## config.mk

```make
export PLATFORM = sky130hd
export DESIGN_NAME = fsb_axi_writer
export DESIGN_NICKNAME = d
export VERILOG_FILES = /design/src/logic/axi_wr_pkg.sv /design/src/logic/fsb_cfg_pkg.sv /design/src/logic/axi_wr_engine.sv /design/src/logic/cfg_regs.sv /design/src/logic/fsb_axi_writer.sv /design/src/logic/fsb_beat_packer.sv
export VERILOG_INCLUDE_DIRS = /design/src /design/src/include
export SDC_FILE = /design/constraint.sdc
export NUM_CORES = 2
export LEC_CHECK = 0
export BUFFER_PORTS_ARGS = -buffer_cell sky130_fd_sc_hd__clkbuf_2
export CAP_MARGIN = 20
export CORE_ASPECT_RATIO = 2
export CORE_MARGIN = 8
export CORE_UTILIZATION = 40
export CTS_CLUSTER_SIZE = 25
export DETAILED_ROUTE_END_ITERATION = 7
export PLACE_DENSITY_LB_ADDON = 0.25
export SLEW_MARGIN = 10
export SYNTH_ARGS = -nofsm -noshare
export SYNTH_HDL_FRONTEND = slang
export SYNTH_SLANG_ARGS = --single-unit
export TNS_END_PERCENT = 30
```

## constraint.sdc

```tcl
create_clock -name clk -period 47.1 [get_ports clk]
set_input_delay 4.71 -clock clk [delete_from_list [all_inputs] [get_ports clk]]
set_output_delay 4.71 -clock clk [all_outputs]
set_load 0.01 [all_outputs]
```

## src/include/fsb_axi_params.svh

```systemverilog
// FSB to AXI writer constants
`ifndef FSB_AXI_PARAMS_SVH
`define FSB_AXI_PARAMS_SVH

// ---------------------------------------------------------------------------
// data path widths
// ---------------------------------------------------------------------------
`define FSB_W        80
`define AXI_DATA_W   512
`define AXI_STRB_W   64
`define AXI_ADDR_W   64
`define AXI_ID_W     16

// bytes moved by one full beat
`define BEAT_BYTES   64

// configuration bus
`define CFG_DATA_W   32
`define CFG_ADDR_W   8

// ---------------------------------------------------------------------------
// register offsets
// ---------------------------------------------------------------------------
`define REG_CTRL     8'h08
`define REG_RESTART  8'h0C
`define REG_ADDR_LO  8'h20
`define REG_ADDR_HI  8'h24
`define REG_LEN      8'h2C
`define REG_SIZE     8'h30

`endif

```

## src/logic/axi_wr_pkg.sv

```systemverilog
// AXI write channel types
`include "fsb_axi_params.svh"

package axi_wr_pkg;

   // byte address and one data beat
   typedef logic [`AXI_ADDR_W-1:0] axi_addr_t;
   typedef logic [`AXI_DATA_W-1:0] axi_data_t;
   typedef logic [`AXI_STRB_W-1:0] axi_strb_t;

   // beats in a burst minus one
   typedef logic [7:0] axi_len_t;

   // OKAY, EXOKAY, SLVERR, DECERR
   typedef logic [1:0] axi_resp_t;

   // write address channel payload
   typedef struct packed {
      logic [`AXI_ID_W-1:0] id;
      axi_addr_t            addr;
      axi_len_t             len;
      logic [2:0]           size;
   } axi_aw_t;

   // write data channel payload
   typedef struct packed {
      axi_data_t data;
      axi_strb_t strb;
      logic      last;
   } axi_w_t;

   // write response channel payload
   typedef struct packed {
      logic [`AXI_ID_W-1:0] id;
      axi_resp_t            resp;
   } axi_b_t;

endpackage

```

## src/logic/fsb_cfg_pkg.sv

```systemverilog
// configuration and packet side types
`include "fsb_axi_params.svh"

package fsb_cfg_pkg;

   typedef logic [`FSB_W-1:0]      fsb_pkt_t;
   typedef logic [`CFG_ADDR_W-1:0] cfg_addr_t;
   typedef logic [`CFG_DATA_W-1:0] cfg_data_t;

   // host strobes are single cycle
   typedef struct packed {
      logic      wr;
      logic      rd;
      cfg_addr_t addr;
      cfg_data_t wdata;
   } cfg_req_t;

   typedef struct packed {
      logic      ack;
      cfg_data_t rdata;
   } cfg_rsp_t;

   // programmed transfer, held as levels
   typedef struct packed {
      axi_wr_pkg::axi_addr_t base;
      axi_wr_pkg::axi_len_t  len;
      cfg_data_t             xfer_size;
   } wr_setup_t;

   // one-cycle command pulses
   typedef struct packed {
      logic go;
      logic stop;
      logic restart;
   } wr_cmd_t;

   typedef struct packed {
      logic                  in_prog;
      logic                  stop_pend;
      axi_wr_pkg::axi_resp_t bresp;
   } wr_status_t;

   typedef enum logic [1:0] {
      IDLE = 2'd0,
      ADDR = 2'd1,
      DATA = 2'd2,
      STOP = 2'd3
   } wr_state_t;

endpackage

```

## src/logic/axi_wr_engine.sv

```systemverilog
// AXI write burst engine
`timescale 1ns/1ps
`include "fsb_axi_params.svh"

module axi_wr_engine
   import axi_wr_pkg::*;
   import fsb_cfg_pkg::*;
(
   input  logic       clk,
   input  logic       sync_rst_n,
   input  wr_setup_t  setup,
   input  wr_cmd_t    cmd,
   output wr_status_t status,
   output logic       engine_idle,
   input  logic       beat_valid,
   input  axi_data_t  beat_data,
   output logic       beat_take,
   output axi_aw_t    aw,
   output logic       awvalid,
   input  logic       awready,
   output axi_w_t     w,
   output logic       wvalid,
   input  logic       wready,
   input  axi_b_t     b,
   input  logic       bvalid,
   output logic       bready
);

   localparam logic [2:0] AW_SIZE = 3'($clog2(`BEAT_BYTES));

   wr_state_t state;
   wr_state_t state_nxt;
   axi_addr_t addr_q;
   axi_len_t  len_q;
   axi_len_t  beat_cnt;
   cfg_data_t bytes_left;
   cfg_data_t burst_bytes;
   logic      stop_pend;
   axi_resp_t bresp_q;
   axi_data_t w_data_q;
   logic      w_last_q;
   logic      in_prog;
   logic      aw_fire;
   logic      w_fire;
   logic      last_fire;
   logic      xfer_done;

   assign burst_bytes = (cfg_data_t'(len_q) + cfg_data_t'(1)) * cfg_data_t'(`BEAT_BYTES);

   assign aw_fire   = awvalid && awready;
   assign w_fire    = wvalid && wready;
   assign last_fire = w_fire && w_last_q;
   // this burst covers what is left
   assign xfer_done = (bytes_left <= burst_bytes);

   // ------------------------------------------------------------------------
   // state machine
   // ------------------------------------------------------------------------
   always_comb
   begin
      state_nxt = state;
      case (state)
         IDLE:
         begin
            if (cmd.go)
               state_nxt = ADDR;
         end
         ADDR:
         begin
            if (aw_fire)
               state_nxt = DATA;
         end
         DATA:
         begin
            if (last_fire)
               state_nxt = (xfer_done || stop_pend || cmd.stop) ? STOP : ADDR;
         end
         STOP:
         begin
            if (cmd.restart)
               state_nxt = IDLE;
         end
         default: state_nxt = IDLE;
      endcase
   end

   always_ff @(posedge clk)
   begin
      if (!sync_rst_n)
         state <= IDLE;
      else
         state <= state_nxt;
   end

   // soft stop waits for the burst in flight
   always_ff @(posedge clk)
   begin
      if (!sync_rst_n)
         stop_pend <= 1'b0;
      else
         stop_pend <= cmd.stop || (stop_pend && (state_nxt != IDLE));
   end

   // ------------------------------------------------------------------------
   // address and byte accounting
   // ------------------------------------------------------------------------
   always_ff @(posedge clk)
   begin
      if (state == IDLE)
      begin
         addr_q     <= setup.base;
         len_q      <= setup.len;
         bytes_left <= setup.xfer_size;
      end
      else
      begin
         if (aw_fire)
            addr_q <= addr_q + axi_addr_t'(burst_bytes);
         if (last_fire)
            bytes_left <= bytes_left - burst_bytes;
      end
   end

   assign awvalid = (state == ADDR);
   assign aw = '{id: {`AXI_ID_W{1'b0}}, addr: addr_q, len: len_q, size: AW_SIZE};

   // ------------------------------------------------------------------------
   // write data
   // ------------------------------------------------------------------------

   // no new beat once the last one is loaded
   assign beat_take = (state == DATA) && beat_valid && !(wvalid && w_last_q)
                      && (!wvalid || wready);

   always_ff @(posedge clk)
   begin
      if (aw_fire)
         beat_cnt <= '0;
      else if (beat_take)
         beat_cnt <= beat_cnt + axi_len_t'(1);
   end

   always_ff @(posedge clk)
   begin
      if (beat_take)
      begin
         w_data_q <= beat_data;
         w_last_q <= (beat_cnt == len_q);
      end
   end

   always_ff @(posedge clk)
   begin
      if (!sync_rst_n)
         wvalid <= 1'b0;
      else if (beat_take)
         wvalid <= 1'b1;
      else if (w_fire)
         wvalid <= 1'b0;
   end

   assign w = '{data: w_data_q, strb: {`AXI_STRB_W{1'b1}}, last: w_last_q};

   // ------------------------------------------------------------------------
   // response and status
   // ------------------------------------------------------------------------
   assign bready = 1'b1;

   always_ff @(posedge clk)
   begin
      if (!sync_rst_n)
         bresp_q <= '0;
      else if (bvalid && bready && (b.id == {`AXI_ID_W{1'b0}}))
         bresp_q <= b.resp;
   end

   assign in_prog          = (state == ADDR) || (state == DATA);
   assign engine_idle      = !in_prog;
   assign status.in_prog   = in_prog;
   assign status.stop_pend = stop_pend;
   assign status.bresp     = bresp_q;

   aw_w_excl_a: assert property (@(posedge clk) disable iff (!sync_rst_n)
      !(awvalid && wvalid));

   aw_stable_a: assert property (@(posedge clk) disable iff (!sync_rst_n)
      awvalid && !awready |=> awvalid && $stable(aw));

endmodule

```

## src/logic/cfg_regs.sv

```systemverilog
// configuration register file
`timescale 1ns/1ps
`include "fsb_axi_params.svh"

module cfg_regs
   import fsb_cfg_pkg::*;
(
   input  logic       clk,
   input  logic       sync_rst_n,
   input  cfg_req_t   req,
   output cfg_rsp_t   rsp,
   input  wr_status_t status,
   output wr_setup_t  setup,
   output wr_cmd_t    cmd
);

   logic      pend_wr;
   logic      pend_rd;
   logic      ack;
   cfg_addr_t addr_q;
   cfg_data_t wdata_q;
   cfg_data_t rdata_q;
   cfg_data_t rd_mux;
   logic      wr_now;
   logic      wr_ack;
   cfg_data_t base_lo;
   cfg_data_t base_hi;
   cfg_data_t len_reg;
   cfg_data_t size_reg;

   // ------------------------------------------------------------------------
   // bus front end
   // ------------------------------------------------------------------------

   // strobe stretched until the ack goes out
   always_ff @(posedge clk)
   begin
      if (!sync_rst_n)
      begin
         pend_wr <= 1'b0;
         pend_rd <= 1'b0;
         ack     <= 1'b0;
      end
      else
      begin
         pend_wr <= req.wr || (pend_wr && !ack);
         pend_rd <= req.rd || (pend_rd && !ack);
         ack     <= (pend_wr || pend_rd) && !ack;
      end
   end

   always_ff @(posedge clk)
   begin
      if (req.wr || req.rd)
      begin
         addr_q  <= req.addr;
         wdata_q <= req.wdata;
      end
   end

   // register write happens once, one cycle after the strobe
   assign wr_now = pend_wr && !ack;
   assign wr_ack = pend_wr && ack;

   // ------------------------------------------------------------------------
   // setup registers
   // ------------------------------------------------------------------------
   always_ff @(posedge clk)
   begin
      if (!sync_rst_n)
      begin
         base_lo  <= '0;
         base_hi  <= '0;
         len_reg  <= '0;
         size_reg <= '0;
      end
      else if (wr_now)
      begin
         case (addr_q)
            `REG_ADDR_LO: base_lo  <= wdata_q;
            `REG_ADDR_HI: base_hi  <= wdata_q;
            `REG_LEN:     len_reg  <= wdata_q;
            `REG_SIZE:    size_reg <= wdata_q;
            default:      ;
         endcase
      end
   end

   assign setup.base      = {base_hi, base_lo};
   assign setup.len       = len_reg[7:0];
   assign setup.xfer_size = size_reg;

   // commands fire in the ack cycle
   assign cmd.go      = wr_ack && (addr_q == `REG_CTRL) && wdata_q[0];
   assign cmd.stop    = wr_ack && (addr_q == `REG_CTRL) && !wdata_q[0];
   assign cmd.restart = wr_ack && (addr_q == `REG_RESTART) && wdata_q[0];

   // ------------------------------------------------------------------------
   // readback
   // ------------------------------------------------------------------------
   always_comb
   begin
      case (addr_q)
         `REG_CTRL:    rd_mux = cfg_data_t'({status.bresp, status.stop_pend, status.in_prog});
         `REG_RESTART: rd_mux = '0;
         `REG_ADDR_LO: rd_mux = base_lo;
         `REG_ADDR_HI: rd_mux = base_hi;
         `REG_LEN:     rd_mux = len_reg;
         `REG_SIZE:    rd_mux = size_reg;
         default:      rd_mux = '1;
      endcase
   end

   // sampled the cycle before the ack
   always_ff @(posedge clk)
   begin
      if ((pend_wr || pend_rd) && !ack)
         rdata_q <= rd_mux;
   end

   assign rsp.ack   = ack;
   assign rsp.rdata = rdata_q;

   // ack follows each strobe by two cycles
   ack_delay_a: assert property (@(posedge clk) disable iff (!sync_rst_n)
      $past(req.wr || req.rd, 2) |-> ack);

endmodule

```

## src/logic/fsb_axi_writer.sv

```systemverilog
// FSB to AXI writer top level
`timescale 1ns/1ps

module fsb_axi_writer
   import axi_wr_pkg::*;
   import fsb_cfg_pkg::*;
(
   input  logic     clk,
   input  logic     sync_rst_n,
   input  cfg_req_t cfg_req,
   output cfg_rsp_t cfg_rsp,
   input  logic     fsb_wvalid,
   input  fsb_pkt_t fsb_wdata,
   output logic     fsb_yumi,
   output axi_aw_t  aw,
   output logic     awvalid,
   input  logic     awready,
   output axi_w_t   w,
   output logic     wvalid,
   input  logic     wready,
   input  axi_b_t   b,
   input  logic     bvalid,
   output logic     bready
);

   wr_setup_t  setup;
   wr_cmd_t    cmd;
   wr_status_t status;
   logic       engine_idle;
   logic       beat_valid;
   axi_data_t  beat_data;
   logic       beat_take;

   cfg_regs u_cfg_regs (
      .clk        (clk),
      .sync_rst_n (sync_rst_n),
      .req        (cfg_req),
      .rsp        (cfg_rsp),
      .status     (status),
      .setup      (setup),
      .cmd        (cmd)
   );

   fsb_beat_packer u_packer (
      .clk         (clk),
      .sync_rst_n  (sync_rst_n),
      .engine_idle (engine_idle),
      .fsb_wvalid  (fsb_wvalid),
      .fsb_wdata   (fsb_wdata),
      .fsb_yumi    (fsb_yumi),
      .beat_valid  (beat_valid),
      .beat_data   (beat_data),
      .beat_take   (beat_take)
   );

   axi_wr_engine u_engine (
      .clk         (clk),
      .sync_rst_n  (sync_rst_n),
      .setup       (setup),
      .cmd         (cmd),
      .status      (status),
      .engine_idle (engine_idle),
      .beat_valid  (beat_valid),
      .beat_data   (beat_data),
      .beat_take   (beat_take),
      .aw          (aw),
      .awvalid     (awvalid),
      .awready     (awready),
      .w           (w),
      .wvalid      (wvalid),
      .wready      (wready),
      .b           (b),
      .bvalid      (bvalid),
      .bready      (bready)
   );

endmodule

```

## src/logic/fsb_beat_packer.sv

```systemverilog
// FSB packet to beat packer
`timescale 1ns/1ps
`include "fsb_axi_params.svh"

module fsb_beat_packer
   import axi_wr_pkg::*;
   import fsb_cfg_pkg::*;
(
   input  logic      clk,
   input  logic      sync_rst_n,
   input  logic      engine_idle,
   input  logic      fsb_wvalid,
   input  fsb_pkt_t  fsb_wdata,
   output logic      fsb_yumi,
   output logic      beat_valid,
   output axi_data_t beat_data,
   input  logic      beat_take
);

   // one beat plus one packet of headroom
   localparam int ACC_W = `AXI_DATA_W + `FSB_W;
   localparam int CNT_W = $clog2(ACC_W + 1);

   logic [ACC_W-1:0] acc;
   logic [CNT_W-1:0] cnt;
   logic             move;
   logic [ACC_W-1:0] acc_keep;
   logic [CNT_W-1:0] cnt_keep;
   logic [ACC_W-1:0] pkt_ext;

   // ------------------------------------------------------------------------
   // accumulator
   // ------------------------------------------------------------------------

   // accept while a whole packet still fits
   assign fsb_yumi = fsb_wvalid && !engine_idle && (cnt <= CNT_W'(`AXI_DATA_W));

   // a full beat moves out once the beat register is free
   assign move = (cnt >= CNT_W'(`AXI_DATA_W)) && (!beat_valid || beat_take);

   always_comb
   begin
      acc_keep = acc;
      cnt_keep = cnt;
      if (move)
      begin
         acc_keep = acc >> `AXI_DATA_W;
         cnt_keep = cnt - CNT_W'(`AXI_DATA_W);
      end
   end

   assign pkt_ext = {{(ACC_W - `FSB_W){1'b0}}, fsb_wdata};

   // bits above cnt stay zero, so a new packet is simply or-ed in
   always_ff @(posedge clk)
   begin
      if (!sync_rst_n || engine_idle)
      begin
         acc <= '0;
         cnt <= '0;
      end
      else if (fsb_yumi)
      begin
         acc <= acc_keep | (pkt_ext << cnt_keep);
         cnt <= cnt_keep + CNT_W'(`FSB_W);
      end
      else
      begin
         acc <= acc_keep;
         cnt <= cnt_keep;
      end
   end

   // ------------------------------------------------------------------------
   // finished beat
   // ------------------------------------------------------------------------
   always_ff @(posedge clk)
   begin
      if (!sync_rst_n || engine_idle)
         beat_valid <= 1'b0;
      else if (move)
         beat_valid <= 1'b1;
      else if (beat_take)
         beat_valid <= 1'b0;
   end

   always_ff @(posedge clk)
   begin
      if (move)
         beat_data <= acc[`AXI_DATA_W-1:0];
   end

   take_needs_valid_a: assert property (@(posedge clk) disable iff (!sync_rst_n)
      beat_take |-> beat_valid);

endmodule

```

==> impl_metrics.toml <==
[yosys]
synth_seq_area_share = 0.716
netlist_top_cells_area = "edfxtp_1, dfxtp_1, a22oi_1"
yosysWarnings = 0
async_flop_share = 0
netlist.area_leader.share = 0.507
syn_inst = 5486
netlist_area_sq_um = 71200
synth_top_area_cell = "edfxtp_1"
synth_seq_cells = 1945
synth.distinct_cells = 69
synth_edf_count = 1201
ys.flop_type = "edfxtp_1"
avgSynthCellArea_sq_um = 13.0

[finish]
layoutNonFillerInstCount = 8623
fillers = 15637
area_growth_syn_to_layout_pct = 16.8
largest_reg_flops = 592
nets = 6328
drive_gt1_frac = 0.199
reg_top3 = "u_packer.acc x592, u_engine.w_data_q x512, u_packer.beat_data x512"
top_register = "u_packer.acc"
design_area_sq_um = 83200

[die]
boundaryPins = 851
start_util = 0.402
die-area_sq_um = 193000
coreArea_sq_um = 177000
die_h_um = 613
dieWidth_um = 314
rows = 219

[critical_path]
arrival_ns = 6.22
worstPathRequired_ns = 42.39
cp_max_fo = 38
critPathMostFrequentCell = "clkbuf_2"
cp.depth = 6
r2r.worst_path.cells = 9
cp-start-kind = "input pin"
end_kind = "primary output"
worstPathCellList = "clkbuf_2 -> nand2_1 -> a21o_1 -> inv_1 -> buf_4 -> clkbuf_2"
crit_buf_inv = 4
critPathKind = "input pin to primary output"
critPathMaxStageDelay_ns = 0.49
critPathTopFamily = "buffers and inverters"
critPathSlowestCell = "buf_4"

[clocking]
numCtsBuffers = 172
clk_pin_slew_ns = 0.07
cts_sinks = 1945
post_cts_buffers = 0
clock_tree.buffer_depth = 4
h-tree-depth = 4
cts_tree = "yes"
cts_hold_buf = 0
clk_latency_ns = 0.84
cts_root_buf = "clkbuf_16"
cts_repair_resize_count = 0

[pwr]
p_leak_nw = 27.5
p_total_mw = 3.37
powerDensity_nw_per_um2 = 40.5
vdd_drop_max_mv = 0.0311

[global_route]
antenna_found_initial = 33
grt_pass1_wl_mm = 327
globalRouteTotalUtil = 0.228
grt_max_degree = 142
grt_pass1_vias = 46179
overflow = 0

[placed_design]
postPlaceCellArea_sq_um = 77100
dp_cells = 8294
dp_hpwl_mm = 159
numPortBuffers = 766
place_congestion = 0.918

[timing]
hold_viol = 0
slew-limit-headroom = 0.243
rsz0062_at_grt = "no"
setup_tns_ns = 0
slew_violations = 0
tightestPinTransition_ns = 1.14
setup_violations = 0
finClkSkew_ns = 0.0713
clock.fmax_ghz = 0.0915
fin_hold_ws_ns = 0.396
min_period_ns = 10.93
timing.final.crit_share = 0.232

[run]
cap_viol_max_count = 0

[route]
ant_nets = 0
dr.pass1.iters = 7
routedWlPerCell_um = 26.8
via_per_inst = 5.57
vias = 47996
drt_wl_total_mm = 231
route.detailed.drc = 0
drt_iter0_drc = 5046

[status]
status = "complete, no violations"

[worst_hold_path]
holdPathStages = 0
hp-class = "flip-flop to flip-flop"
-- layout make-up --
cell class              instances  area (sq um)  area share
flip-flops and latches       1945         51000       0.613
multi-input cells            3135         18500       0.223
clock buffers                 215          4800      0.0577
repair buffers                869          4710      0.0566
well taps                    2320          2900      0.0349
clock inverters                94          1110      0.0134
inverters                      31           124     0.00149
diodes                         14          35.0    0.000421
-- kinds of logic after synthesis --
logic type               Yosys count  synth area share
adder cells (fa/ha/maj)           28           0.00513
XOR/XNOR                          89            0.0109
flip-flops                      1945             0.716
buffers and inverters            488            0.0309
AO/OA/AOI/OAI                   1192             0.114
AND/OR/NAND/NOR                 1537            0.0933
other                              2          0.000105
multiplexers                     205            0.0295
-- layer usage --
| layer | routed length (um) | global-route usage | vias to the layer above |
|---|---|---|---|
| met1 | 95100 | 0.307 | 23865 |
| met3 | 28800 | 0.0917 | 383 |
| met4 | 8360 | 0.0772 | 36 |
| met2 | 98200 | 0.332 | 2414 |
| met5 | 235 | 0 | - |
| li1 | - | - | 21298 |
-- layout by cell type, fill, tap and decap left out, drive strengths merged, types with 90 or more instances in the layout --
cell type,synthesis,layout
o21ai,172,172
nor2b,90,90
buf,150,104
nor2,620,620
o22ai,144,144
a22oi,513,513
edfxtp,1201,1201
mux2i,165,165
a31oi,93,93
nand2,563,563
clkbuf,307,980
dfxtp,744,744
-- path summary, 6_finish.rpt --
path	endpoint	start	slack, ns
setup / recovery	fsb_yumi	fsb_wvalid	36.17
hold / removal	u_engine.w_data_q[421]$_DFFE_PP_	u_packer.beat_data[421]$_DFFE_PP_	0.40
setup reg to reg	u_packer.beat_data[163]$_DFFE_PP_	u_engine.state[0]$_SDFF_PN0_	42.32
hold reg to reg	u_engine.w_data_q[421]$_DFFE_PP_	u_packer.beat_data[421]$_DFFE_PP_	0.40
-- cell usage after synthesis, drive strengths merged, types with 10 or more instances --
cell type and instances:
a21boi 66, a21oi 84, a22o 57, a22oi 513, a2bb2oi 16, a31oi 93
and2 22, and3 11, buf 150, clkbuf 307, dfxtp 744, edfxtp 1201
ha 26, inv 29, mux2 40, mux2i 165, nand2 563, nand2b 25
nand3 71, nand4 10, nor2 620, nor2b 90, nor3 26, nor4 25
o21ai 172, o22ai 144, or2 21, or3 12, or4 12, xnor2 61
xor2 28
-- per-stage QoR --
step	utilization	setup WS [ns]
CTS	0.468	36.22
detailed placement	0.435	36.22
global route	0.469	36.14
floorplan	-	11.94
finish	0.469	36.17
global placement	0.435	36.25
-- power by group --
group | switching (mW) | internal, mW
Sequential | 0.00693 | 1.79
Combinational | 0.0519 | 0.0228
Clock | 0.638 | 0.854
Total | 0.697 | 2.67
-- worst reg2reg max path: stages, from the launching register on --
cell and delay [ns]:
dfxtp_1 0.36, inv_1 0.14, ha_1 0.28, nand2_1 0.14, a21oi_4 0.17, o21ai_4 0.09
inv_8 0.48, buf_4 0.80, buf_4 0.91, buf_4 0.94
No activity file was read; power rests on OpenSTA's default activity.
